**src/source/src_fetch.sv**
```systemverilog
// Source phrase fetch unit
module src_fetch #(
	parameter int ADDR_W = 10,
	parameter int CNT_W = 8,
	parameter int BUF_DEPTH = 2
) (
	input logic sys_clk,
	input logic rst_n,
	input logic run,
	input logic [ADDR_W-1:0] src_base,
	input logic [CNT_W-1:0] count,
	input logic credit_ret,
	input logic gnt,
	output logic req,
	output logic [ADDR_W-1:0] addr
);

	localparam int CRED_W = $clog2(BUF_DEPTH + 1);

	logic [CRED_W-1:0] credits;
	logic [CNT_W-1:0] rd_idx;
	logic take;

	// Read only with a free writer slot and phrases left
	assign req = run && (credits != '0) && (rd_idx != count);
	assign addr = src_base + ADDR_W'(rd_idx);
	assign take = req && gnt;

	always_ff @(posedge sys_clk or negedge rst_n) begin
		if (!rst_n) begin
			credits <= CRED_W'(BUF_DEPTH);
			rd_idx <= '0;
		end else if (!run) begin
			// Fresh credits for the next blit
			credits <= CRED_W'(BUF_DEPTH);
			rd_idx <= '0;
		end else begin
			rd_idx <= rd_idx + CNT_W'(take);
			// Spend on grant, regain on each buffered write
			credits <= credits + CRED_W'(credit_ret) - CRED_W'(take);
		end
	end

endmodule

```
**config.mk**
```make
export PLATFORM = sky130hd
export DESIGN_NAME = src_fetch
export DESIGN_NICKNAME = d
export VERILOG_FILES = /design/src/source/src_fetch.sv
export SDC_FILE = /design/constraint.sdc
export NUM_CORES = 1
export LEC_CHECK = 0
export ABC_AREA = 1
export BUFFER_PORTS_ARGS = -buffer_cell sky130_fd_sc_hd__buf_2
export CELL_PAD_IN_SITES_DETAIL_PLACEMENT = 1
export CELL_PAD_IN_SITES_GLOBAL_PLACEMENT = 1
export CORE_ASPECT_RATIO = 1.75
export CORE_UTILIZATION = 31
export DETAILED_ROUTE_END_ITERATION = 10
export HOLD_SLACK_MARGIN = 0.15
export PLACE_DENSITY_LB_ADDON = 0.1
export REMOVE_ABC_BUFFERS = 1
export SLEW_MARGIN = 20
export SYNTH_ARGS = -nofsm -noshare
export SYNTH_HDL_FRONTEND = slang
export SYNTH_SLANG_ARGS = --single-unit
```
**constraint.sdc**
```tcl
create_clock -name sys_clk -period 1.75 [get_ports sys_clk]
set_input_delay 0.175 -clock sys_clk [delete_from_list [all_inputs] [get_ports sys_clk]]
set_output_delay 0.175 -clock sys_clk [all_outputs]
set_load 0.02 [all_outputs]
```
After elaboration in Yosys (flattened, before gate mapping)
Index checks and enable logic that the tools add are counted.
- word-level logic and storage cells: 13
- input port bits: 23
- memories kept: 0
- memory bits (read-only): 0
- RAM bits: 0
- output and inout port bits: 11
- latch bits: 0
- register bits: 10
- mux-type cells: 2
- shifts and indexed selects: 0
- $lt $le $gt $ge: 0
- div/mod/pow operators: 0
- equal/unequal tests: 1
- add/sub/neg operators: 4
- reduce and logical (&&, ||, !) cells: 4
- bitwise logic cells: 0
- $mul: 0
- operators by type and width (operator ; count):
    $add 10x8->10 ; 1
    $add 8x1->8 ; 1
    $mux 8 ; 1
    $ne 8x8->1 ; 1
    $logic_and 1x1->1 ; 3
    $add 2x1->2 ; 1
    $mux 2 ; 1
    $reduce_bool 2->1 ; 1
    $sub 2x1->2 ; 1

Longest topological paths before layout
Gate-level depths: netlist (run 1).
- depth after elaboration: 6
- gate-level depth with buffers: 15
- mapped depth without buffers: 15

Least setup slack after synthesis (run 1)
OpenSTA, ideal clock, no wires.
- kind: register to register
- start: register rd_idx[1]
- end: register rd_idx[6]
- data required time: 1.627 ns
- buffers on the path: 0
- stages on the path, launching flop included: 16
- library setup time: 0.123 ns
- path slack: -0.023 ns
- data arrival time: 1.649 ns
- period minus slack after synthesis: 1.773 ns
- path through: dfrtp_1 -> inv_1 -> nand2_1 -> nand2_1 -> nand2_1 -> nor2_1 -> nand2_1 -> nand2_1 -> nor2_1 -> ha_1 -> ha_1 -> nand2_1 -> nor2_1 -> nand2_1 -> o21ai_0 -> a21oi_1
- longest elaborated chain between the ends: 5
- ends and longest elaborated chain (element ; RTL line ; RTL):
    from (decl) ; 21 ; logic [CNT_W-1:0] rd_idx;
    from (signal assigned) ; 38 ; rd_idx <= rd_idx + CNT_W'(take);
    $ne 8x8->1 ; 25 ; assign req = run && (credits != '0) && (rd_idx != count);
    $logic_and 1x1->1 ; 25 ;
    $logic_and 1x1->1 ; 27 ; assign take = req && gnt;
    $add 8x1->8 (*) ; 38 ;
    $mux 8 (*) ; 33 ; end else if (!run) begin
Every way passes the cells marked *; elsewhere a longest branch is shown, timed or not.

Worst setup path after layout (run 1)
- start: register rd_idx[6]
- end: output addr[7]
- longest elaborated chain between the ends: 1
- ends and longest elaborated chain (element ; RTL line ; RTL):
    $add 10x8->10 ; 26 ; assign addr = src_base + ADDR_W'(rd_idx);
    to (decl) ; 15 ; output logic [ADDR_W-1:0] addr
No other way between the ends.

==> report_table.html, run 1 <==
<table>
<tr><th>Metric</th><th>Value</th></tr>
<tr><th colspan="2">Clock network</th></tr>
<tr><td>Clock latency on the worst-skew pair</td><td>0.25 ns</td></tr>
<tr><td>Post-CTS clock slew at the launch and capture registers of the worst setup and hold paths</td><td>0.06 ns</td></tr>
<tr><td>CTS Sinks</td><td>10</td></tr>
<tr><td>TritonCTS clock tree</td><td>yes</td></tr>
<tr><td>Clock buffers created by TritonCTS</td><td>3</td></tr>
<tr><td>Worst-case clock buffer depth</td><td>2</td></tr>
<tr><td>Depth of the CTS H-tree</td><td>1</td></tr>
<tr><td>Master cell of the clock root buffer</td><td>sky130_fd_sc_hd__clkbuf_8</td></tr>
<tr><th colspan="2">Drt</th></tr>
<tr><td>Vias after detailed routing</td><td>between 1000 and 1500</td></tr>
<tr><td>Length of routed met2 wiring</td><td>approximately 3300 um</td></tr>
<tr><td>Met1 wire length</td><td>about 1900 um</td></tr>
<tr><td>Average wire per cell in the routed design</td><td>20.2 um</td></tr>
<tr><td>Number of DRC violations after detailed-routing iteration 0</td><td>35</td></tr>
<tr><td>Post-detailed-route DRC marker count</td><td>0</td></tr>
<tr><td>Drt first pass iters</td><td>4</td></tr>
<tr><td>Via count normalized by instance count</td><td>approximately 5.1</td></tr>
<tr><td>Highest metal layer with signal wires</td><td>met4</td></tr>
<tr><td>Antenna viol nets, final</td><td>0</td></tr>
<tr><td>Detailed-route wire length</td><td>around 5700 um</td></tr>
<tr><td>Met3 WL post-DR</td><td>approximately 160 um</td></tr>
<tr><th colspan="2">Job</th></tr>
<tr><td>Max cap viols</td><td>0</td></tr>
<tr><th colspan="2">Floorplanning</th></tr>
<tr><td>Site Rows</td><td>27</td></tr>
<tr><td>Die outline width</td><td>around 46 um</td></tr>
<tr><td>Die Y</td><td>79.8 um</td></tr>
<tr><td>Initial core utilization</td><td>33.4%</td></tr>
<tr><td>Area of the die</td><td>0.00371 mm^2</td></tr>
<tr><td>IO Count</td><td>34</td></tr>
<tr><td>Area of the core</td><td>around 0.0032 mm^2</td></tr>
<tr><th colspan="2">Logic synthesis</th></tr>
<tr><td>Library cells used by synthesis</td><td>20</td></tr>
<tr><td>Cell count after synthesis</td><td>roughly 170</td></tr>
<tr><td>Most area-consuming cells after synthesis</td><td>sky130_fd_sc_hd__dfrtp_1 (21%), sky130_fd_sc_hd__nand2_1 (20%), sky130_fd_sc_hd__ha_1 (14%)</td></tr>
<tr><td>Portion of the post-synthesis area used by sequential elements</td><td>23.5%</td></tr>
<tr><td>Post-synth top area cell</td><td>sky130_fd_sc_hd__dfrtp_1</td></tr>
<tr><td>Share of the synthesized area in the top cell type</td><td>about a fifth</td></tr>
<tr><td>Number of warnings reported in the yosys synthesis log</td><td>0</td></tr>
<tr><td>Total standard cell area after synthesis</td><td>around 0.0011 mm^2</td></tr>
<tr><td>Mean instance size in the synthesized netlist</td><td>6.42 um^2</td></tr>
<tr><td>Total of flip-flops plus latches after synthesis</td><td>10</td></tr>
<tr><th colspan="2">Layout</th></tr>
<tr><td>Layout Nets</td><td>between 200 and 300</td></tr>
<tr><td>Share of final-layout standard cells stronger than drive strength 1</td><td>about three fifths</td></tr>
<tr><td>Count of antenna diodes in the layout</td><td>0</td></tr>
<tr><td>P&amp;R area growth vs syn</td><td>95.8%</td></tr>
<tr><td>Layout Cell Area excl Fill</td><td>between 0.002 and 0.0025 mm^2</td></tr>
<tr><th colspan="2">Worst setup path</th></tr>
<tr><td>Slowest stage cell on the critical path</td><td>sky130_fd_sc_hd__dfrtp_1</td></tr>
<tr><td>Startpoint-to-endpoint class of the critical path</td><td>flip-flop to output pin</td></tr>
<tr><td>Series of cell instances along the critical path</td><td>buf_6 -&gt; ha_4 -&gt; nand2_2 -&gt; nand2_2 -&gt; buf_4 -&gt; a31oi_4 -&gt; nand2_1 -&gt; nand2_1 -&gt; nand2_2 -&gt; buf_6</td></tr>
<tr><td>Type of destination of the critical path</td><td>output pin</td></tr>
<tr><td>Arrival @ worst endpoint</td><td>around 1.9 ns</td></tr>
<tr><td>Worst stage delay on the critical path</td><td>0.41 ns</td></tr>
<tr><td>Critical path fanouts, max</td><td>4</td></tr>
<tr><td>CP Launch Type</td><td>flip-flop</td></tr>
<tr><td>R2R setup slack</td><td>-0.26 ns</td></tr>
<tr><td>Req. time, crit path</td><td>~1.6 ns</td></tr>
<tr><td>Crit-path most repeated cell</td><td>sky130_fd_sc_hd__nand2_2</td></tr>
<tr><th colspan="2">Global routing</th></tr>
<tr><td>Wire length of the first global-routing pass</td><td>slightly below 7000 um</td></tr>
<tr><td>Overall track demand over capacity in global routing</td><td>25.8%</td></tr>
<tr><td>Pin count of the biggest net entering global routing</td><td>11</td></tr>
<tr><td>Sum of overflow across all layers after global routing</td><td>0</td></tr>
<tr><td>Via count of the first global-routing pass</td><td>1523</td></tr>
<tr><td>Antenna violations before repair</td><td>0</td></tr>
<tr><th colspan="2">Place</th></tr>
<tr><td>Number of input and output port buffers inserted</td><td>33</td></tr>
<tr><td>GPL Wtd Cong</td><td>0.841</td></tr>
<tr><td>DP Worst Slack</td><td>-0.260 ns</td></tr>
<tr><td>Area of placed instances</td><td>approximately 0.0014 mm^2</td></tr>
<tr><td>Post-detailed-placement half-perimeter wirelength</td><td>2890 um</td></tr>
<tr><th colspan="2">Pwr</th></tr>
<tr><td>Post-route total power</td><td>around 1000 uW</td></tr>
<tr><td>Power density over the cells</td><td>roughly 480 mW/mm^2</td></tr>
<tr><td>Pleak</td><td>approximately 0.0011 uW</td></tr>
<tr><td>Largest vdd supply drop</td><td>roughly 0.69 mV</td></tr>
<tr><th colspan="2">STA</th></tr>
<tr><td>Setup Viol. Count Final</td><td>16</td></tr>
<tr><td>Hold slack final</td><td>0.274 ns</td></tr>
<tr><td>Final worst slack</td><td>-0.303 ns</td></tr>
<tr><td>Hold Fails Final Rpt</td><td>0</td></tr>
<tr><td>Actual transition at the worst max-transition pin</td><td>0.273 ns</td></tr>
<tr><td>Worst clock skew on the final layout</td><td>between 0.003 and 0.004 ns</td></tr>
<tr><td>Max-slew headroom at the worst pin</td><td>between 80% and 90%</td></tr>
<tr><td>Min cycle time layout</td><td>roughly 2.1 ns</td></tr>
<tr><td>Max Clock Freq</td><td>487 MHz</td></tr>
<tr><td>RSZ-0062 raised after global routing</td><td>yes</td></tr>
<tr><td>Max-slew violation total from the final report</td><td>0</td></tr>
<tr><td>Post-route fraction of the period consumed by the critical path</td><td>117%</td></tr>
<tr><th colspan="2">Outcome</th></tr>
<tr><td>Violated checks</td><td>setup timing</td></tr>
<tr><td>Run status</td><td>finished, violations left</td></tr>
<tr><th colspan="2">Hold path</th></tr>
<tr><td>Hold WC Path Type</td><td>primary input to flip-flop</td></tr>
</table>
==> state kept, by name, indices dropped and copies added (netlist names) <==
| name | cells |
|---|---|
| rd_idx | 8 |
| credits | 2 |
==> area by class of cell <==
| type | instances | area (um^2) |
|---|---|---|
| Clock buffer | 4 | 55.1 |
| Fill cell | 368 | 1110 |
| Inverter | 30 | 115 |
| Multi-Input combinational cell | 126 | 1130 |
| Sequential cell | 10 | 251 |
| Tap cell | 43 | 53.8 |
| Timing Repair Buffer | 67 | 495 |
==> layout by cell type (no fill, tap or decap), types with 5 or more instances in the layout <==
| master | synthesis | routed |
|---|---|---|
| sky130_fd_sc_hd__a21oi_1 | 8 | 5 |
| sky130_fd_sc_hd__buf_2 | 0 | 25 |
| sky130_fd_sc_hd__buf_4 | 1 | 27 |
| sky130_fd_sc_hd__buf_6 | 0 | 14 |
| sky130_fd_sc_hd__dfrtp_1 | 9 | 9 |
| sky130_fd_sc_hd__ha_4 | 0 | 11 |
| sky130_fd_sc_hd__inv_1 | 30 | 25 |
| sky130_fd_sc_hd__nand2_1 | 57 | 31 |
| sky130_fd_sc_hd__nand2_2 | 0 | 19 |
| sky130_fd_sc_hd__nand2_4 | 0 | 7 |
| sky130_fd_sc_hd__nand3_2 | 1 | 6 |
| sky130_fd_sc_hd__nor2_2 | 0 | 5 |
| sky130_fd_sc_hd__nor2_4 | 0 | 5 |
==> cell families after synthesis <==
logic type | Yosys count | synth area share (%)
simple gates | 87 | 33.6
compound gates | 17 | 8.52
flops | 10 | 23.5
xor+xnor | 9 | 7.35
fa+ha+maj | 13 | 15.9
buf+inv | 31 | 11.2
==> synthesized netlist by cell type <==
cell,count
sky130_fd_sc_hd__dfrtp_1,9
sky130_fd_sc_hd__a31oi_1,1
sky130_fd_sc_hd__a21boi_0,1
sky130_fd_sc_hd__ha_1,12
sky130_fd_sc_hd__buf_4,1
sky130_fd_sc_hd__dfstp_2,1
sky130_fd_sc_hd__nor2_1,13
sky130_fd_sc_hd__inv_1,30
sky130_fd_sc_hd__nand2_1,57
sky130_fd_sc_hd__a21oi_1,8
sky130_fd_sc_hd__o21ai_0,6
sky130_fd_sc_hd__o21a_1,1
sky130_fd_sc_hd__or2_1,1
sky130_fd_sc_hd__or2_2,1
sky130_fd_sc_hd__xor2_1,5
sky130_fd_sc_hd__nand3_1,10
sky130_fd_sc_hd__xnor2_1,4
sky130_fd_sc_hd__nand4_1,4
sky130_fd_sc_hd__fa_1,1
sky130_fd_sc_hd__nand3_2,1
==> metal layers <==
layer	vias up	track usage, %
li1	662	-
met1	708	22.0
met2	42	53.8
met3	22	1.36
met4	0	10.6
met5	-	0
==> metrics by stage <==
stage	utilization [%]	std cells	setup TNS, ns
5_1_grt	65.4	280	-3.99
4_1_cts	57.1	274	-1.56
3_3_place_gp	45.1	264	-0.275
6_report	65.4	280	-2.83
2_1_floorplan	-	166	-0.0226
3_5_place_dp	45.1	264	-0.852
==> power by group <==
part	switching [uW]	internal [uW]	leakage (uW)	total (uW)
sequential	12.5	249	0.000135	262
clock	113	199	0.0000288	313
combinational	231	193	0.000915	424
==> worst max-delay path, delay by kind of cell (launching register included) <==
| kind | cells | cell delay (ns) |
|---|---|---|
| compound gates | 1 | 0.14 |
| fa+ha+maj | 1 | 0.24 |
| buf+inv | 3 | 0.41 |
| flops | 1 | 0.41 |
| simple gates | 5 | 0.43 |
==> timing repair <==
action	CTS	global route
setup buffers	5	6
hold buffers	1	0
pin swaps	29	44
hold endpoints to repair	10	0
gates resized for setup	61	63
setup endpoints to repair	14	17
==> final timing paths <==
path,start,to,depth (start not counted)
max in group asynchronous,rst_n,credits[1],2
min in group asynchronous,rst_n,rd_idx[7],2
hold / removal,credit_ret,credits[0],4
hold reg to reg,rd_idx[5],rd_idx[6],3
setup / recovery,rd_idx[6],addr[7],10
setup reg to reg,rd_idx[0],rd_idx[6],15
(Power assumes the default switching activity.)
==> run 2, diff against run 1 <==
--- a/config.mk
+++ b/config.mk
@@ -10,7 +10,8 @@
 export CELL_PAD_IN_SITES_DETAIL_PLACEMENT = 1
 export CELL_PAD_IN_SITES_GLOBAL_PLACEMENT = 1
 export CORE_ASPECT_RATIO = 1.75
-export CORE_UTILIZATION = 31
+export CORE_MARGIN = 5
+export CORE_UTILIZATION = 37
 export DETAILED_ROUTE_END_ITERATION = 10
 export HOLD_SLACK_MARGIN = 0.15
 export PLACE_DENSITY_LB_ADDON = 0.1
==> constraint.sdc (replaced) <==
create_clock -name sys_clk -period 2.6 [get_ports sys_clk]
set_input_delay 0.26 -clock sys_clk [delete_from_list [all_inputs] [get_ports sys_clk]]
set_output_delay 0.26 -clock sys_clk [all_outputs]
set_load 0.02 [all_outputs]
==> run 2 against run 1 <==
The flow now finishes without violations. Largest cell class unchanged. Flip-flop and latch count unchanged. Sequential power fell by 33%. Largest power group is now registers. Combinational power decreased by 63%.
==> report_table.html, run 2 (synthesis gave the netlist of run 1 again) <==
<table>
<tr><th>Metric</th><th>Value</th></tr>
<tr><th colspan="2">Outcome</th></tr>
<tr><td>Run status</td><td>finished, final reports clean (was finished, violations left)</td></tr>
<tr><th colspan="2">Global routing</th></tr>
<tr><td>Overall track demand over capacity in global routing</td><td>15.2% (was 25.8%)</td></tr>
<tr><td>Via count of the first global-routing pass</td><td>1258 (was 1523)</td></tr>
<tr><td>Sum of overflow across all layers after global routing</td><td>0 (unchanged)</td></tr>
<tr><td>Pin count of the biggest net entering global routing</td><td>12 (was 11)</td></tr>
<tr><td>Antenna violations before repair</td><td>0 (unchanged)</td></tr>
<tr><td>Wire length of the first global-routing pass</td><td>5000 um (was 6800 um)</td></tr>
<tr><th colspan="2">Worst setup path</th></tr>
<tr><td>Critical path buffers and inverters</td><td>1 (was 3)</td></tr>
<tr><td>Critical path fanouts, max</td><td>4 (unchanged)</td></tr>
<tr><td>CP Launch Type</td><td>flip-flop (unchanged)</td></tr>
<tr><td>Crit-path most repeated cell</td><td>sky130_fd_sc_hd__nand2_1 (was sky130_fd_sc_hd__nand2_2)</td></tr>
<tr><td>Slowest stage cell on the critical path</td><td>sky130_fd_sc_hd__fa_1 (was sky130_fd_sc_hd__dfrtp_1)</td></tr>
<tr><td>Depth of the worst register-to-register path</td><td>15 (unchanged)</td></tr>
<tr><td>Arrival @ worst endpoint</td><td>1.95 ns (was 1.88 ns)</td></tr>
<tr><td>Series of cell instances along the critical path</td><td>ha_1 -&gt; fa_1 -&gt; nand3_1 -&gt; nand2_1 -&gt; nand2_1 -&gt; nand2_1 -&gt; nand2_1 -&gt; nand2_1 -&gt; buf_2 (was buf_6 -&gt; ha_4 -&gt; nand2_2 -&gt; nand2_2 -&gt; buf_4 -&gt; a31oi_4 -&gt; nand2_1 -&gt; nand2_1 -&gt; nand2_2 -&gt; buf_6)</td></tr>
<tr><td>Startpoint-to-endpoint class of the critical path</td><td>flip-flop to output pin (unchanged)</td></tr>
<tr><td>Req. time, crit path</td><td>2.34 ns (was 1.57 ns)</td></tr>
<tr><td>Worst stage delay on the critical path</td><td>0.44 ns (was 0.41 ns)</td></tr>
<tr><td>Type of destination of the critical path</td><td>output pin (unchanged)</td></tr>
<tr><td>Crit. path cell count</td><td>9 (was 10)</td></tr>
<tr><td>Kind of cell with the highest combined delay on the critical path</td><td>adder cells (was simple AND/OR/NAND/NOR gates)</td></tr>
<tr><th colspan="2">Clock network</th></tr>
<tr><td>Master cell of the clock root buffer</td><td>sky130_fd_sc_hd__clkbuf_8 (unchanged)</td></tr>
<tr><td>Depth of the CTS H-tree</td><td>1 (unchanged)</td></tr>
<tr><td>CTS Sinks</td><td>10 (unchanged)</td></tr>
<tr><td>Setup repair bufs after CTS</td><td>0 (was 5)</td></tr>
<tr><td>Clock buffers created by TritonCTS</td><td>3 (unchanged)</td></tr>
<tr><td>Worst-case clock buffer depth</td><td>2 (unchanged)</td></tr>
<tr><td>Post-cts gate resize count</td><td>0 (was 61)</td></tr>
<tr><td>Post-CTS clock slew at the launch and capture registers of the worst setup and hold paths</td><td>0.05 ns (was 0.06 ns)</td></tr>
<tr><td>Hold-fix buffers at CTS</td><td>1 (unchanged)</td></tr>
<tr><td>Clock latency on the worst-skew pair</td><td>0.23 ns (was 0.25 ns)</td></tr>
<tr><td>TritonCTS clock tree</td><td>yes (unchanged)</td></tr>
<tr><th colspan="2">Place</th></tr>
<tr><td>Number of cells in the design after placement</td><td>227 (was 264)</td></tr>
<tr><td>Area of placed instances</td><td>0.00126 mm^2 (was 0.00145 mm^2)</td></tr>
<tr><td>Post-detailed-placement half-perimeter wirelength</td><td>2700 um (was 2890 um)</td></tr>
<tr><td>Number of input and output port buffers inserted</td><td>33 (unchanged)</td></tr>
<tr><td>GPL Wtd Cong</td><td>0.877 (was 0.841)</td></tr>
<tr><th colspan="2">Drt</th></tr>
<tr><td>Vias after detailed routing</td><td>1181 (was 1434)</td></tr>
<tr><td>Antenna viol nets, final</td><td>0 (unchanged)</td></tr>
<tr><td>Via count normalized by instance count</td><td>5.09 (was 5.12)</td></tr>
<tr><td>Detailed-route wire length</td><td>2990 um (was 5660 um)</td></tr>
<tr><td>Post-detailed-route DRC marker count</td><td>0 (unchanged)</td></tr>
<tr><td>Average wire per cell in the routed design</td><td>12.9 um (was 20.2 um)</td></tr>
<tr><td>Drt first pass iters</td><td>4 (unchanged)</td></tr>
<tr><td>Number of DRC violations after detailed-routing iteration 0</td><td>17 (was 35)</td></tr>
<tr><th colspan="2">STA</th></tr>
<tr><td>Setup Viol. Count Final</td><td>0 (was 16)</td></tr>
<tr><td>Worst clock skew on the final layout</td><td>0.00185 ns (was 0.00338 ns)</td></tr>
<tr><td>Max Clock Freq</td><td>between 400 and 500 MHz</td></tr>
<tr><td>Max-slew headroom at the worst pin</td><td>74.5% (was 81.8%)</td></tr>
<tr><td>Max-slew violation total from the final report</td><td>0 (unchanged)</td></tr>
<tr><td>Actual transition at the worst max-transition pin</td><td>0.379 ns (was 0.273 ns)</td></tr>
<tr><td>RSZ-0062 raised after global routing</td><td>no (was yes)</td></tr>
<tr><td>Post-route fraction of the period consumed by the critical path</td><td>between 80% and 90%</td></tr>
<tr><td>Min cycle time layout</td><td>approximately 2.2 ns</td></tr>
<tr><td>Hold slack final</td><td>0.333 ns (was 0.274 ns)</td></tr>
<tr><td>Total Negative Setup Slacks</td><td>0 ns (was -2.83 ns)</td></tr>
<tr><td>Hold Fails Final Rpt</td><td>0 (unchanged)</td></tr>
<tr><th colspan="2">Layout</th></tr>
<tr><td>Final cell count without fillers</td><td>232 (was 280)</td></tr>
<tr><td>P&amp;R area growth vs syn</td><td>23.1% (was 95.8%)</td></tr>
<tr><td>Most common cell after layout, fill and taps aside</td><td>sky130_fd_sc_hd__nand2_1 (unchanged)</td></tr>
<tr><td>Most used cells in the layout excluding fill and tap cells</td><td>sky130_fd_sc_hd__nand2_1 (57), sky130_fd_sc_hd__buf_2 (33), sky130_fd_sc_hd__inv_1 (30) (was sky130_fd_sc_hd__nand2_1 (31), sky130_fd_sc_hd__buf_4 (27), sky130_fd_sc_hd__inv_1 (25), sky130_fd_sc_hd__buf_2 (25), sky130_fd_sc_hd__nand2_2 (19))</td></tr>
<tr><td>Fillcell total</td><td>416 (was 368)</td></tr>
<tr><td>Layout Nets</td><td>241 (was 274)</td></tr>
<tr><td>Largest registers in the final layout</td><td>rd_idx: 8 flops, credits: 2 flops (unchanged)</td></tr>
<tr><td>Layout Cell Area excl Fill</td><td>0.00132 mm^2 (was 0.00210 mm^2)</td></tr>
<tr><td>Share of final-layout standard cells stronger than drive strength 1</td><td>19.1% (was 61.6%)</td></tr>
<tr><td>Max FFs per register</td><td>8 (unchanged)</td></tr>
<tr><td>Register ranked first by flip-flop count</td><td>rd_idx (unchanged)</td></tr>
<tr><td>Count of antenna diodes in the layout</td><td>0 (unchanged)</td></tr>
<tr><th colspan="2">Floorplanning</th></tr>
<tr><td>Site Rows</td><td>26 (was 27)</td></tr>
<tr><td>Die outline width</td><td>50.7 um (was 46.5 um)</td></tr>
<tr><td>Area of the die</td><td>0.00412 mm^2 (was 0.00371 mm^2)</td></tr>
<tr><td>Initial core utilization</td><td>37.5% (was 33.4%)</td></tr>
<tr><td>IO Count</td><td>34 (unchanged)</td></tr>
<tr><td>Die Y</td><td>81.2 um (was 79.8 um)</td></tr>
<tr><td>Area of the core</td><td>0.00286 mm^2 (was 0.00321 mm^2)</td></tr>
<tr><th colspan="2">Hold path</th></tr>
<tr><td>Min-Delay Path Depth</td><td>2 (was 4)</td></tr>
<tr><td>Hold WC Path Type</td><td>primary input to flip-flop (unchanged)</td></tr>
<tr><th colspan="2">Pwr</th></tr>
<tr><td>Pleak</td><td>0.000809 uW (was 0.00108 uW)</td></tr>
<tr><td>Largest vdd supply drop</td><td>0.487 mV (was 0.686 mV)</td></tr>
<tr><td>Power density over the cells</td><td>375 mW/mm^2 (was 475 mW/mm^2)</td></tr>
<tr><th colspan="2">Job</th></tr>
<tr><td>Max cap viols</td><td>0 (unchanged)</td></tr>
</table>
run 2: cell types whose count changed in the layout (fill, tap and decap cells not counted), moves of 7 or more:
cell	change
sky130_fd_sc_hd__buf_2	+8
sky130_fd_sc_hd__ha_1	+12
sky130_fd_sc_hd__ha_4	-11
sky130_fd_sc_hd__buf_6	-14
sky130_fd_sc_hd__nand2_1	+26
sky130_fd_sc_hd__nand2_4	-7
sky130_fd_sc_hd__nand3_1	+8
sky130_fd_sc_hd__buf_4	-27
sky130_fd_sc_hd__nand2_2	-19
sky130_fd_sc_hd__nor2_1	+10
run 2: where the power goes:
part	internal, uW	switching (uW)
registers	168	7.80
logic	63.0	91.6
clock network	107	58.0
total	338	157
run 2: worst paths after layout:
kind | start | end | slack [ns]
worst max-delay path | rd_idx[0] | addr[8] | 0.39
worst min-delay path | run | credits[1] | 0.33
worst max register to register | rd_idx[1] | rd_idx[6] | 0.48
worst min register to register | rd_idx[7] | rd_idx[7] | 0.54
max in group asynchronous | rst_n | credits[1] | 1.92
min in group asynchronous | rst_n | credits[0] | 0.42
run 2: routing by layer:
layer | wire length (um) | global-route usage [%]
met1 | 969 | 12.0
met2 | 1870 | 35.6
met3 | 128 | 1.65
met4 | 24 | 2.30
met5 | 0 | 0
run 2: layout make-up:
type                       instances  area, um^2  share of cell area, %
multi-input combinational        126         701                   53.1
sequential                        10         251                   19.1
timing repair buffer              34         175                   13.3
inverter                          30         113                   8.53
clock buffer                       4        45.0                   3.41
tap                               28        35.0                   2.65
run 2: metrics by stage:
step | util (%) | power [uW] | setup slack (ns)
final | 46.1 | 495 | 0.394
after global routing | 46.1 | 530 | 0.220
after CTS | 46.1 | 504 | 0.374
after detailed placement | 44.2 | 336 | 0.472
after global placement | 44.2 | 328 | 0.644
after floorplan | - | 275 | 0.811
