File: config.mk
export PLATFORM = sky130hd
export DESIGN_NAME = mem_arbiter
export DESIGN_NICKNAME = d
export VERILOG_FILES = /design/src/source/blit_pkg.sv /design/src/source/mem_arbiter.sv
export SDC_FILE = /design/constraint.sdc
export NUM_CORES = 1
export LEC_CHECK = 0
export BUFFER_PORTS_ARGS = -buffer_cell sky130_fd_sc_hd__buf_2
export CAP_MARGIN = 10
export CORE_AREA = 2 2 155 157
export DETAILED_ROUTE_END_ITERATION = 10
export DIE_AREA = 0 0 157 159
export PLACE_DENSITY = 0.33
export SLEW_MARGIN = 20
export SYNTH_ARGS = -nofsm -noshare
export SYNTH_HDL_FRONTEND = slang
export SYNTH_SLANG_ARGS = --single-unit
File: constraint.sdc
create_clock -name sys_clk -period 7.3 [get_ports sys_clk]
set_input_delay 1.095 -clock sys_clk [delete_from_list [all_inputs] [get_ports sys_clk]]
set_output_delay 1.095 -clock sys_clk [all_outputs]
set_load 0.01 [all_outputs]
File: src/source/blit_pkg.sv
// Blitter shared types
package blit_pkg;

	// One memory phrase
	typedef logic [63:0] phrase_t;
	// One flag per byte of a phrase
	typedef logic [7:0] byte_mask_t;
	// Pixel size code
	typedef logic [2:0] pix_size_t;
	// Memory requester index
	typedef logic [1:0] arb_sel_t;

	// Pixel size codes handled by the compare logic
	localparam pix_size_t PIX_8BPP = 3'd3;
	localparam pix_size_t PIX_16BPP = 3'd4;

	// Requester indices, also the round-robin order
	localparam arb_sel_t SEL_FETCH = 2'd0;
	localparam arb_sel_t SEL_WRITER = 2'd1;
	localparam arb_sel_t SEL_HOST = 2'd2;

	// Blit sequencer states
	typedef enum logic [1:0] {
		state_idle,
		state_run,
		state_finish
	} blit_state_t;

endpackage

File: src/source/mem_arbiter.sv
// Round-robin memory arbiter
module mem_arbiter import blit_pkg::*; #(
	parameter int ADDR_W = 10
) (
	input logic sys_clk,
	input logic rst_n,
	input logic fetch_req,
	input logic [ADDR_W-1:0] fetch_addr,
	input logic wr_req,
	input logic [ADDR_W-1:0] wr_addr,
	input phrase_t wr_wdata,
	input byte_mask_t wr_be,
	input logic host_req,
	input logic host_we,
	input logic [ADDR_W-1:0] host_addr,
	input phrase_t host_wdata,
	input byte_mask_t host_be,
	input phrase_t mem_rdata,
	output logic fetch_gnt,
	output logic wr_gnt,
	output logic host_gnt,
	output logic fetch_rvalid,
	output logic host_rvalid,
	output phrase_t rdata,
	output logic mem_en,
	output logic mem_we,
	output logic [ADDR_W-1:0] mem_addr,
	output phrase_t mem_wdata,
	output byte_mask_t mem_be
);

	logic [2:0] req_vec;
	logic gnt_valid;
	arb_sel_t gnt_sel;
	arb_sel_t last_sel;
	arb_sel_t rd_owner;
	logic rd_pending;

	assign req_vec = {host_req, wr_req, fetch_req};

	// Search starts one past the last winner
	always_comb begin
		int idx;
		gnt_valid = 1'b0;
		gnt_sel = last_sel;
		for (int k = 1; k <= 3; k++) begin
			idx = (int'(last_sel) + k) % 3;
			if (!gnt_valid && req_vec[idx]) begin
				gnt_valid = 1'b1;
				gnt_sel = arb_sel_t'(idx);
			end
		end
	end

	assign fetch_gnt = gnt_valid && (gnt_sel == SEL_FETCH);
	assign wr_gnt = gnt_valid && (gnt_sel == SEL_WRITER);
	assign host_gnt = gnt_valid && (gnt_sel == SEL_HOST);

	// Memory port mux
	always_comb begin
		mem_en = gnt_valid;
		case (gnt_sel)
			SEL_FETCH: begin
				mem_we = 1'b0;
				mem_addr = fetch_addr;
				mem_wdata = wr_wdata;
				mem_be = '1;
			end
			SEL_WRITER: begin
				mem_we = 1'b1;
				mem_addr = wr_addr;
				mem_wdata = wr_wdata;
				mem_be = wr_be;
			end
			default: begin
				mem_we = host_we;
				mem_addr = host_addr;
				mem_wdata = host_wdata;
				mem_be = host_be;
			end
		endcase
	end

	// Winner pointer and owner of the read in flight
	always_ff @(posedge sys_clk or negedge rst_n) begin
		if (!rst_n) begin
			last_sel <= SEL_HOST;
			rd_owner <= SEL_FETCH;
			rd_pending <= 1'b0;
		end else begin
			rd_pending <= gnt_valid && !mem_we;
			if (gnt_valid) begin
				last_sel <= gnt_sel;
				rd_owner <= gnt_sel;
			end
		end
	end

	// Read data is shared, the valid goes to the issuer only
	assign rdata = mem_rdata;
	assign fetch_rvalid = rd_pending && (rd_owner == SEL_FETCH);
	assign host_rvalid = rd_pending && (rd_owner == SEL_HOST);

endmodule

# --- Word-level counts from Yosys, hierarchy flattened ---
# Cells that the tools add are included.
op_classes:
  div_mod_pow: 3
  n_reduce_logical: 14
  mux: 19
  n_addsub: 3
  eq_ne: 3
  magnitude_cmp: 3
op_table:
  columns: ["op", "n"]
  rows:
  - ["$lt A32 B4 Y1 const B", 3]
  - ["$mod A32 B3 Y32 const B", 3]
  - ["$mux W64", 1]
  - ["$pmux W10 S2", 1]
  - ["$pmux W8 S2", 1]
  - ["$mux W1", 9]
  - ["$logic_and A1 B1 Y1", 8]
  - ["$add A2 B2 Y3 const B", 2]
  - ["$bmux W1 S2", 3]
  - ["$mux W2", 3]
  - ["$eq A2 B2 Y1 const B", 2]
  - ["$logic_not A2 Y1", 2]
  - ["$add A2 B1 Y3 const B", 1]
  - ["$logic_not A1 Y1", 3]
  - ["$eq A2 B1 Y1 const B", 1]
  - ["$pmux W1 S2", 1]
  - ["$reduce_or A2 Y1", 1]
totals:
  word_cells: 48
  reg_bits: 5
  input_bits: 244
  output_inout_bits: 153

# --- Longest topological paths before layout ---
# Gate-level depths: netlist of run 1.
depth:
  ltp_word: 16
  depth_mapped: 11
  depth_no_buf: 8

# --- Least setup slack after synthesis of run 1 ---
# Ideal clock, no wire load.
synth_path:
  kind: "input port to output port"
  from: "input port host_req"
  to: "output port mem_addr[0]"
  slack_ns: 3.598
  cell_stages: 7
  required_time_ns: 6.205
  path_buffers: 2
  arrival_ns: 2.607
  path_cell_list: "buf_2 > or3b_4 > a2111oi_4 > a311o_4 > buf_8 > a31oi_1 > a21oi_1"
synth_between:
  elab_chain_cells: 12
synth_lines:
  columns: ["item", "line", "rtl"]
  rows:
  - ["from (decl)", "mem_arbiter.sv:13", "input logic host_req,"]
  - ["$bmux W1 S2", "mem_arbiter.sv:48", "if (!gnt_valid && req_vec[idx]) begin"]
  - ["$mux W1 (implied by the code) (2 in a row)", "mem_arbiter.sv:48", null]
  - ["$mux W1", "mem_arbiter.sv:48", null]
  - ["$logic_not A1 Y1", "mem_arbiter.sv:48", null]
  - ["$logic_and A1 B1 Y1", "mem_arbiter.sv:48", null]
  - ["$mux W1", "mem_arbiter.sv:48", null]
  - ["$logic_not A1 Y1", "mem_arbiter.sv:48", null]
  - ["$logic_and A1 B1 Y1", "mem_arbiter.sv:48", null]
  - ["$mux W2 (*)", "mem_arbiter.sv:48", null]
  - ["$eq A2 B1 Y1 or $logic_not A2 Y1 (tied branches)", "mem_arbiter.sv:62", "case (gnt_sel)"]
  - ["$pmux W10 S2 (*)", "mem_arbiter.sv:62", null]
  - ["to (decl)", "mem_arbiter.sv:27", "output logic [ADDR_W-1:0] mem_addr,"]
# Every way passes the cells marked *; elsewhere a longest branch is shown, timed or not. The select of a mux whose other input is x is not followed.

# --- Worst setup path in the final report of run 1 ---
layout_path:
  from: "register last_sel[0]"
  to: "output port mem_wdata[61]"
layout_between:
  elab_chain_cells: 15
layout_lines:
  columns: ["item", "line", "rtl"]
  rows:
  - ["from (decl)", "mem_arbiter.sv:35", "arb_sel_t last_sel;"]
  - ["from (signal assigned)", "mem_arbiter.sv:93", "last_sel <= gnt_sel;"]
  - ["$add A2 B1 Y3", "mem_arbiter.sv:47", "idx = (int'(last_sel) + k) % 3;"]
  - ["$mod A32 B3 Y32", "mem_arbiter.sv:47", null]
  - ["$bmux W1 S2", "mem_arbiter.sv:48", null]
  - ["$mux W1 (implied by the code) (2 in a row)", "mem_arbiter.sv:48", null]
  - ["$mux W1", "mem_arbiter.sv:48", null]
  - ["$logic_not A1 Y1", "mem_arbiter.sv:48", null]
  - ["$logic_and A1 B1 Y1", "mem_arbiter.sv:48", null]
  - ["$mux W1", "mem_arbiter.sv:48", null]
  - ["$logic_not A1 Y1", "mem_arbiter.sv:48", null]
  - ["$logic_and A1 B1 Y1", "mem_arbiter.sv:48", null]
  - ["$mux W2 (*)", "mem_arbiter.sv:48", null]
  - ["$eq A2 B1 Y1 or $logic_not A2 Y1 (tied branches)", "mem_arbiter.sv:62", null]
  - ["$reduce_or A2 Y1 (no line) (*)", null, null]
  - ["$mux W64 (*)", "mem_arbiter.sv:62", null]
  - ["to (decl)", "mem_arbiter.sv:28", "output phrase_t mem_wdata,"]
# Marks and branches as above.

==> out/metrics.yaml, run 1 <==
sta:
  maxSlewHeadroom: 0.3771
  fin_crit_sh: 0.6240
  setup_ws_ps: 2745
  rsz0062_at_grt: "no"
  slew_viol_final: 0
  finClkSkew_ps: 2.088
  fin_setup_tns_ps: 0
  min_period_ps: 4555
  setup_violations: 0
  worstMarginPinSlew_ps: 934.4
  maxClockFrequency_ghz: 0.2195
  hold_viol: 0
power_and_ir_drop:
  p_sw_mw: 0.9016
  power.internal_mw: 0.6367
  power_density_mw_per_mm2: 453.3
  pwr-share-seq: 0.030
  ir_worst_vdd_uv: 255.6
  clock_power_share: 0.056
  p_leak_nw: 1.969
  p_comb_frac: 0.914
  p_sw_frac: 0.5861
synthesis:
  synth_cell_types: 44
  syn-num-nets: 637
  synth_warnings: 0
  synth_simple_gate_area_share: 0.4210
  syn_area_sq_mm: 0.002232
  synth-xor-area-share: 0
  seq_area_frac_synth: 0.04540
  synthAdderAreaFrac: 0.01121
  avgSynthCellArea_sq_um: 5.709
  synth_top_family_by_area: "simple AND/OR/NAND/NOR gates"
  synth-edff-count: 0
  muxShareOfSynthArea: 0.008969
  synth_compound_area_frac: 0.2018
  synth_flop_cell: "dfrtp_1"
  ys_seq_elements: 4
  synthCells: 391
  async_flop_share: 1.000
cells_and_area:
  final_nets: 822
  layout_common_cells: "buf_2, nand2_1, nor2_1, a21oi_1, o21ai_0"
  areaGrowthSynthToFinish_pct: 52.02
  drive_gt1_frac: 0.4991
  layout.cells.most_common: "buf_2"
  n_antenna_cell: 0
  postLayoutCellArea_sq_mm: 0.003393
critical_path:
  critical_path.max_fanout: 43
  critical_path.most_common_cell: "nand2_1"
  r2r_slack_ps: 4190
  critical-path-slowest-cell: "ha_1"
  timing.rr.end: "rd_pending"
  reg2reg_depth: 8
  start_kind: "flop"
  path_cells: "inv_1 -> ha_1 -> nor2_1 -> a2111oi_4 -> a41oi_4 -> inv_2 -> buf_4 -> nand2_1 -> nand2_1 -> buf_2"
  critPathBufInv: 4
  endpoint_kind: "output pin"
  cp.depth: 10
  max_stage_delay_ps: 580
  arrival_ps: 3460
  crit_type: "reg2out"
  cp.required_ps: 6200
  cp_top_family: "buffers and inverters"
  rr_startpoint: "last_sel[0]"
cts:
  cts_tree: "yes"
  cts-resized-gates: 0
  cts.sinks: 4
  post-cts-setup-buffers: 0
  htree_num_levels: 1
  clk_pin_slew_ps: 30
  cts-hold-fix-buffers: 0
  cts_max_path_buffers: 2
  clockRootBuffer: "clkbuf_16"
  insertion_delay_ps: 220
  numCtsBuffers: 3
route:
  wl_um: 11440
  drtIter0Drc: 134
  dr.pass1.iters: 4
  ant_nets: 0
  wl_per_cell_um: 12.79
  vias: 3082
  drc: 0
  drt-vias-per-instance: 3.447
grt:
  grt_max_degree: 85
  antenna_found_initial: 0
  grt_remaining_overflow: 0
  grt_usage: 0.08390
  grt_pass1_wl_um: 16100
  grt_pass1_vias: 2923
hold_path:
  hold_path.class: "reg2reg"
  min_path_cells: 2
  hold_start: "rd_owner[1]"
  min_to: "rd_owner[1]"
floorplan:
  die-height_um: 159
  initial_utilization: 0.09625
  die_w_um: 157
  io_pins: 397
  core-area_sq_mm: 0.02319
  fp.dieArea_sq_mm: 0.02496
  std_cell_rows: 56
run:
  max-cap-violations: 0
placed_design:
  dpl_cell_area_sq_mm: 0.003314
  dp_hpwl_um: 9331
  portBuffers: 268
  place_congestion: 0.6980
  pre_cts_ws_ps: 2787
status:
  status: "finished clean"
how the worst max path moves through the flow:
stage,from,to
floorplan,host_req,mem_addr[0]
detailed placement,fetch_req,mem_wdata[61]
global placement,wr_req,mem_be[0]
CTS,last_sel[0],mem_wdata[55]
finish,last_sel[0],mem_wdata[61]
global route,last_sel[0],mem_wdata[23]
area by class of cell:
cell class | instances | area (sq um)
Fill cell | 2736 | 19800
Multi-Input combinational cell | 291 | 1435
Timing Repair Buffer | 270 | 1356
Tap cell | 319 | 399.1
Sequential cell | 4 | 101.3
Clock buffer | 4 | 78.83
Inverter | 6 | 22.52
power by group through the flow:
stage                     clock network [mW]  logic, mW  registers [mW]
after floorplan                            0       1.01          0.0427
after global placement                     0       1.46          0.0455
after detailed placement                   0       1.44          0.0458
after CTS                             0.0884       1.44          0.0458
after global routing                  0.0902       1.57          0.0480
final                                 0.0866       1.41          0.0461
cells in the mapped netlist, types with 3 or more instances:
| master | count | share of area |
|---|---|---|
| buf_2 | 11 | 0.025 |
| buf_4 | 68 | 0.23 |
| and3_1 | 4 | 0.011 |
| clkbuf_1 | 3 | 0.0050 |
| a31oi_1 | 9 | 0.025 |
| buf_6 | 6 | 0.030 |
| o22a_1 | 8 | 0.031 |
| nor2b_1 | 3 | 0.0084 |
| dfrtp_1 | 3 | 0.034 |
| nand2_1 | 198 | 0.33 |
| o21ai_0 | 10 | 0.022 |
| nor2_1 | 15 | 0.025 |
| inv_1 | 5 | 0.0084 |
| a21oi_1 | 11 | 0.025 |
cell families after synthesis:
family | count (synthesis)
and+or+nand+nor | 232
DFF | 4
adders and majority gates | 2
muxes | 2
AOI/OAI and AO/OA | 55
buffers and inverters | 96
metrics by stage:
stage               std cells  power [mW]  hold WS [ps]    util
floorplan                 391       1.055         503.6       -
global placement          890       1.509         567.2  0.1429
detailed placement        890       1.487         542.7  0.1429
CTS                       894       1.579         549.9  0.1463
global route              894       1.713         612.6  0.1463
finish                    894       1.538         549.3  0.1463
per-layer routing:
layer / GRT usage / vias to the layer above / wire (um)
li1: - / 1552 / -
met1: 0.08581 / 1307 / 4181
met2: 0.1685 / 181 / 6021
met3: 0.008438 / 42 / 798
met4: 0.03545 / 0 / 435
met5: 0 / - / 0
worst register-to-register path, cell delays in order (launching register included):
cell	delay [ps]
dfrtp_1	440
inv_1	110
ha_1	580
nand4bb_1	150
a31o_1	260
a41oi_4	230
buf_4	730
nand3_4	270
and3_1	230
flip-flops by register name, indices dropped and copies added (netlist names):
register / flops
last_sel: 2
rd_owner: 1
rd_pending: 1
Note: power is estimated with default switching activity, not from simulation.
==> inputs of run 2 (changes only) <==
ABC_AREA = 1   (was unset)
CORE_AREA = 2 2 153 155   (was 2 2 155 157)
DIE_AREA = 0 0 155 157   (was 0 0 157 159)
PLACE_DENSITY = 0.34   (was 0.33)
clock period = 4.1 ns   (was 7.3 ns; I/O delays follow)
==> run 2 against run 1 <==
Compared with the run above: via count fell by 0.84%; largest cell class is now non-clock buffers; cell area fell by 2.9%; register-to-register slack got worse by 2700 ps; worst hold slack got worse by 360 ps.
==> out/metrics.yaml, run 2 <==
critical_path:
  path_cells: "inv_1 -> ha_1 -> inv_2 -> nand2_1 -> nand3_1 -> nand2_2 -> nand3_2 -> clkinv_1 -> nand2_2 -> nand2_4 -> buf_4 -> nand2_2 -> nor2_1 -> nor2_1 -> buf_2"
  arrival_ps: 2870  # -590 ps
  reg2reg_depth: 14  # +6
  critical_path.max_fanout: 44  # +2.3%
  crit_type: "reg2out"
  cp.required_ps: 3480  # -2720 ps
  endpoint_kind: "output pin"
  critical-path-slowest-cell: "ha_1"
  start_kind: "flop"
  critical_path.most_common_cell: "nand2_2"
  max_stage_delay_ps: 430  # -150 ps
cts:
  cts.sinks: 4  # unchanged
  numCtsBuffers: 3  # unchanged
  cts_tree: "yes"
  cts-resized-gates: 0  # unchanged
  clockRootBuffer: "clkbuf_16"
  cts_max_path_buffers: 2  # unchanged
  clk_pin_slew_ps: 30  # about the same
  cts-hold-fix-buffers: 0  # unchanged
  insertion_delay_ps: 230  # about the same
  post-cts-setup-buffers: 0  # unchanged
  htree_num_levels: 1  # unchanged
floorplan:
  io_pins: 397  # unchanged
  std_cell_rows: 55  # -1.8%
  initial_utilization: 0.09197  # -0.004280
  die_w_um: 155  # -1.3%
  fp.dieArea_sq_mm: 0.02434  # -2.5%
  die-height_um: 157  # -1.3%
  core-area_sq_mm: 0.02250  # -3.0%
cells_and_area:
  postLayoutCellArea_sq_mm: 0.003293  # -2.9%
  largest_reg_flops: 2  # unchanged
  areaGrowthSynthToFinish_pct: 59.13
  regMostFlops: "last_sel"
  n_antenna_cell: 0  # unchanged
  final_nets: 857  # +4.3%
  layout_common_cells: "buf_2, nand2_1, nand3_1, nor2_1, inv_1"
  layout.cells.most_common: "buf_2"
  top_regs: "last_sel (2), rd_owner (1), rd_pending (1)"
  drive_gt1_frac: 0.4738  # -0.02536
grt:
  antenna_found_initial: 0  # unchanged
  grt_max_degree: 52  # -39%
  grt_usage: 0.07861  # -0.005290
  grt_pass1_vias: 2913  # -0.34%
  grt_remaining_overflow: 0  # unchanged
  grt_pass1_wl_um: 15280  # -5.1%
route:
  ant_nets: 0  # unchanged
  vias: 3056  # -0.84%
  wl_per_cell_um: 11.98  # -6.4%
  drc: 0  # unchanged
  drtIter0Drc: 93  # -31%
  wl_um: 10720  # -6.3%
  drt-vias-per-instance: 3.415  # -0.95%
  dr.pass1.iters: 4  # unchanged
status:
  status: "finished clean"
synthesis:
  synth-edff-count: 0  # unchanged
  synthCells: 415  # +6.1%
  post-synth-top-count-cell: "nand2_1"
  yosysTopAreaCellShare: 0.4081  # +0.07514
  async_flop_share: 1.000  # unchanged
  synth_flop_cell: "dfrtp_1"
  synth_cell_types: 19  # -57%
  syn_area_sq_mm: 0.002069  # -7.3%
  seq_area_frac_synth: 0.04897  # +0.003569
  avgSynthCellArea_sq_um: 4.987  # -13%
  ys_seq_elements: 4  # unchanged
  synth.top_cells.by_area: "nand2_1, buf_4, nand3_1"
  yosysTopAreaCell: "nand2_1"
  ys_top_cells_by_count: "nand2_1, buf_4, nand3_1"
  synth_warnings: 0  # unchanged
  syn-num-nets: 661  # +3.8%
sta:
  setup_ws_ps: 617.5  # -2127 ps
  rsz0062_at_grt: "no"
  whs_ps: 188.7  # -360.6 ps
  maxSlewHeadroom: 0.6307  # +0.2536
  worstMarginPinSlew_ps: 554.0  # -380.4 ps
  setup_violations: 0  # unchanged
  min_period_ps: 3482
  fin_setup_tns_ps: 0  # unchanged
  hold_viol: 0  # unchanged
  fin_crit_sh: 0.8494
  slew_viol_final: 0  # unchanged
  finClkSkew_ps: 2.494  # +0.4065 ps
  maxClockFrequency_ghz: 0.2872
placed_design:
  pre_cts_ws_ps: 831.6  # -1955 ps
  dp_hpwl_um: 8973  # -3.8%
  place_congestion: 0.7586  # +8.7%
  dpl_cell_area_sq_mm: 0.003214  # -3.0%
  portBuffers: 268  # unchanged
power_and_ir_drop:
  power_density_mw_per_mm2: 1543  # +240%
  ir_worst_vdd_uv: 674.0  # +160%
  p_leak_nw: 2.086  # +5.9%
  power_mw: 5.080  # +230%
hold_path:
  hold_path.class: "in2async"
run:
  max-cap-violations: 0  # unchanged
## run 2: changes by cell type after synthesis, sizes merged, moves of 6 or more
| cell | before | now |
|---|---|---|
| o21ai | 12 | 4 |
| nand3 | 2 | 45 |
| nor2 | 15 | 31 |
| nand2 | 198 | 229 |
| a21oi | 12 | 0 |
| a31oi | 10 | 0 |
| inv | 6 | 12 |
| o22a | 9 | 0 |
## run 2: routing by layer
layer | routed length, um | track usage | share of wire
met1 | 4084 | 0.08940 | 0.38
met2 | 5316 | 0.1424 | 0.50
met3 | 948 | 0.01569 | 0.088
met4 | 370 | 0.03439 | 0.035
met5 | 0 | 0 | 0
## run 2: worst paths after layout
path | startpoint | to | slack, ps
max | last_sel[0] | mem_be[0] | 620
min | rst_n | rd_owner[1] | 190
max reg2reg | last_sel[0] | rd_pending | 1500
min reg2reg | rd_owner[1] | rd_owner[1] | 520
max in group asynchronous | rst_n | last_sel[1] | 3700
min in group sys_clk | rd_owner[1] | rd_owner[1] | 520
## run 2: cells by family (layout without fill, tap and decap cells)
family	count (synthesis)	after routing	share of synthesized area
buffers and inverters	97	292	0.3283
AND/OR/NAND/NOR	308	308	0.6010
adder cells (fa/ha/maj)	2	2	0.01209
AO/OA/AOI/OAI	4	4	0.009669
flip-flops	4	4	0.04897
## run 2: final cells by class
type | instances | area, sq um
Multi-Input combinational cell | 314 | 1289
Timing Repair Buffer | 275 | 1419
Tap cell | 285 | 356.6
Clock buffer | 4 | 78.83
Sequential cell | 4 | 101.3
Inverter | 13 | 48.80
Fill cell | 2684 | 19210
## run 2: critical path, delay by kind of cell (launching register included)
family / cells / cell delay (ps)
adder cells (fa/ha/maj): 1 / 430
buffers and inverters: 5 / 770
flip-flops: 1 / 420
AND/OR/NAND/NOR: 9 / 1010
## run 2: per-stage QoR
stage | std cells | util
5_1_grt | 895 | 0.1463
3_3_place_gp | 891 | 0.1428
2_1_floorplan | 415 | -
3_5_place_dp | 891 | 0.1428
6_report | 895 | 0.1463
4_1_cts | 895 | 0.1463
## run 2: power breakdown
group / switching, mW / internal [mW]
sequential: 0.0172 / 0.0689
combinational: 3.12 / 1.72
clock: 0.0304 / 0.129
==> inputs of run 3 (changes only) <==
clock period = 3.2 ns   (was 4.1 ns; I/O delays follow)
==> run 3 against run 2 <==
Compared with the run above: clock power up 28%; combinational power up 34%; global-route usage up 0.14 points; total power up 33%; sequential share of layout area down 0.062 points; sequential power up 31%; flip-flop and latch count unchanged; non-clock buffer count up 3; clock skew down 0.74 ps; cell area up 2.1%.
==> out/metrics.yaml, run 3 (synthesized netlist as in run 2, its figures left out) <==
route:
  wl_um: 10980  # +2.4%
  vias: 3030  # -0.85%
  drtIter0Drc: 149  # +60%
  drc: 0  # unchanged
  dr.pass1.iters: 4  # unchanged
  ant_nets: 0  # unchanged
  drt-vias-per-instance: 3.370  # -1.3%
  wl_per_cell_um: 12.21  # +1.9%
power_and_ir_drop:
  power.internal_mw: 2.639  # +38%
  p_sw_frac: 0.6098  # -0.01299
  p_sw_mw: 4.123  # +30%
  power_density_mw_per_mm2: 2012  # +30%
  clock_power_share: 0.030  # about the same
  p_leak_nw: 2.112  # +1.3%
  pwr-share-seq: 0.017  # about the same
  p_comb_frac: 0.953  # about the same
  power_mw: 6.763  # +33%
  ir_worst_vdd_uv: 823.3  # +22%
grt:
  grt_usage: 0.08001  # +0.001400
  grt_pass1_wl_um: 15500  # +1.5%
  grt_pass1_vias: 2908  # -0.17%
  grt_remaining_overflow: 0  # unchanged
  antenna_found_initial: 2  # +2
  grt_max_degree: 54  # +3.8%
cells_and_area:
  drive_gt1_frac: 0.4812  # +0.007469
  areaGrowthSynthToFinish_pct: 62.39
  largest_reg_flops: 2  # unchanged
  regMostFlops: "last_sel"
  postLayoutCellArea_sq_mm: 0.003361  # +2.1%
  top_regs: "last_sel (2), rd_owner (1), rd_pending (1)"
  final_nets: 860  # +0.35%
  layout.cells.most_common: "buf_2"
  layout_common_cells: "buf_2, nand2_1, nand3_1, nor2_1, inv_1"
critical_path:
  critical_path.max_fanout: 42  # -4.5%
  critPathBufInv: 6  # +1
  path_cells: "inv_1 -> ha_1 -> inv_1 -> nand3_1 -> nand2_2 -> nand3_2 -> clkinv_1 -> nand2_2 -> nand2_4 -> buf_12 -> buf_6 -> nand2_1 -> nand2_1 -> buf_2"
  start_kind: "flop"
  timing.rr.end: "rd_pending"
  cp.required_ps: 2720  # -760 ps
  cp_top_family: "buffers and inverters"
  endpoint_kind: "output pin"
  r2r_slack_ps: 970  # -530 ps
  crit_type: "reg2out"
  max_stage_delay_ps: 550  # +120 ps
  arrival_ps: 2500  # -370 ps
  reg2reg_depth: 13  # -1
  critical-path-slowest-cell: "dfstp_2"
  rr_startpoint: "last_sel[1]"
sta:
  fin_crit_sh: 0.9310
  whs_ps: 50.48  # -138.2 ps
  rsz0062_at_grt: "yes"
  min_period_ps: 2979
  slew_viol_final: 0  # unchanged
  setup_ws_ps: 220.7  # -396.9 ps
  finClkSkew_ps: 1.756  # -0.7380 ps
  maxSlewHeadroom: 0.8194  # +0.1888
  maxClockFrequency_ghz: 0.3356
  worstMarginPinSlew_ps: 270.8  # -283.2 ps
  setup_violations: 0  # unchanged
  fin_setup_tns_ps: 0  # unchanged
  hold_viol: 0  # unchanged
placed_design:
  dpl_cell_area_sq_mm: 0.003234  # +0.62%
  place_congestion: 0.7159  # -5.6%
  dp_hpwl_um: 9099  # +1.4%
  pre_cts_ws_ps: 239.0  # -592.7 ps
  portBuffers: 268  # unchanged
floorplan:
  fp.dieArea_sq_mm: 0.02434  # unchanged
  die_w_um: 155  # unchanged
  core-area_sq_mm: 0.02250  # unchanged
  std_cell_rows: 55  # unchanged
  die-height_um: 157  # unchanged
  io_pins: 397  # unchanged
  initial_utilization: 0.09197  # unchanged
cts:
  cts.sinks: 4  # unchanged
  insertion_delay_ps: 230  # about the same
  cts_tree: "yes"
  cts-hold-fix-buffers: 0  # unchanged
  cts_max_path_buffers: 2  # unchanged
  clockRootBuffer: "clkbuf_16"
  htree_num_levels: 1  # unchanged
  numCtsBuffers: 3  # unchanged
  clk_pin_slew_ps: 30  # about the same
run:
  max-cap-violations: 0  # unchanged
hold_path:
  hold_path.class: "in2async"
status:
  status: "finished clean"
run 3: cell count changes in the layout (fill, tap and decap cells not counted), sizes merged:
cell,before,now
diode,0,1
buf,275,278
run 3: worst max path at each step:
| stage | from | endpoint | cells past startpoint | slack (ps) |
|---|---|---|---|---|
| 6_report | last_sel[1] | mem_wdata[5] | 14 | 220 |
| 3_5_place_dp | last_sel[0] | mem_be[3] | 14 | 240 |
| 5_1_grt | last_sel[1] | mem_addr[6] | 15 | -2 |
| 3_3_place_gp | last_sel[0] | mem_addr[6] | 13 | 270 |
| 4_1_cts | last_sel[0] | mem_addr[5] | 14 | 70 |
| 2_1_floorplan | last_sel[1] | fetch_gnt | 9 | 760 |
run 3: area by class of cell:
cell class / instances / area (sq um)
Inverter: 13 / 48.80
Timing Repair Buffer: 278 / 1455
Clock buffer: 4 / 78.83
Antenna cell: 1 / 2.502
Multi-Input combinational cell: 314 / 1318
Sequential cell: 4 / 101.3
Fill cell: 2705 / 19140
Tap cell: 285 / 356.6
run 3: what timing repair did:
| action | CTS | global route |
|---|---|---|
| pin swaps | 0 | 1 |
| resized for setup | 1 | 8 |
| hold endpoints to repair | 0 | 0 |
| endpoints found under the setup margin | 2 | 34 |
| cloned | 0 | 1 |
| buffers inserted | 0 | 1 |
run 3: per-layer routing:
layer	part of all wire	wire length (um)	global-route usage
met2	0.48	5241	0.1403
met3	0.082	895	0.01817
met4	0.038	412	0.03704
met1	0.40	4414	0.09255
met5	0.0011	12	0
run 3: per-stage QoR:
stage,util,instances
2_1_floorplan,-,415
3_3_place_gp,0.1437,892
3_5_place_dp,0.1437,892
4_1_cts,0.1475,896
5_1_grt,0.1492,898
6_report,0.1493,899
run 3: power by group through the flow:
stage                     Sequential, mW  Clock [mW]  Combinational [mW]
final                              0.113       0.203                6.45
after global routing               0.115       0.212                7.26
after CTS                          0.110       0.205                6.49
after detailed placement           0.110           0                6.45
after global placement             0.109           0                6.56
after floorplan                    0.104           0                4.09
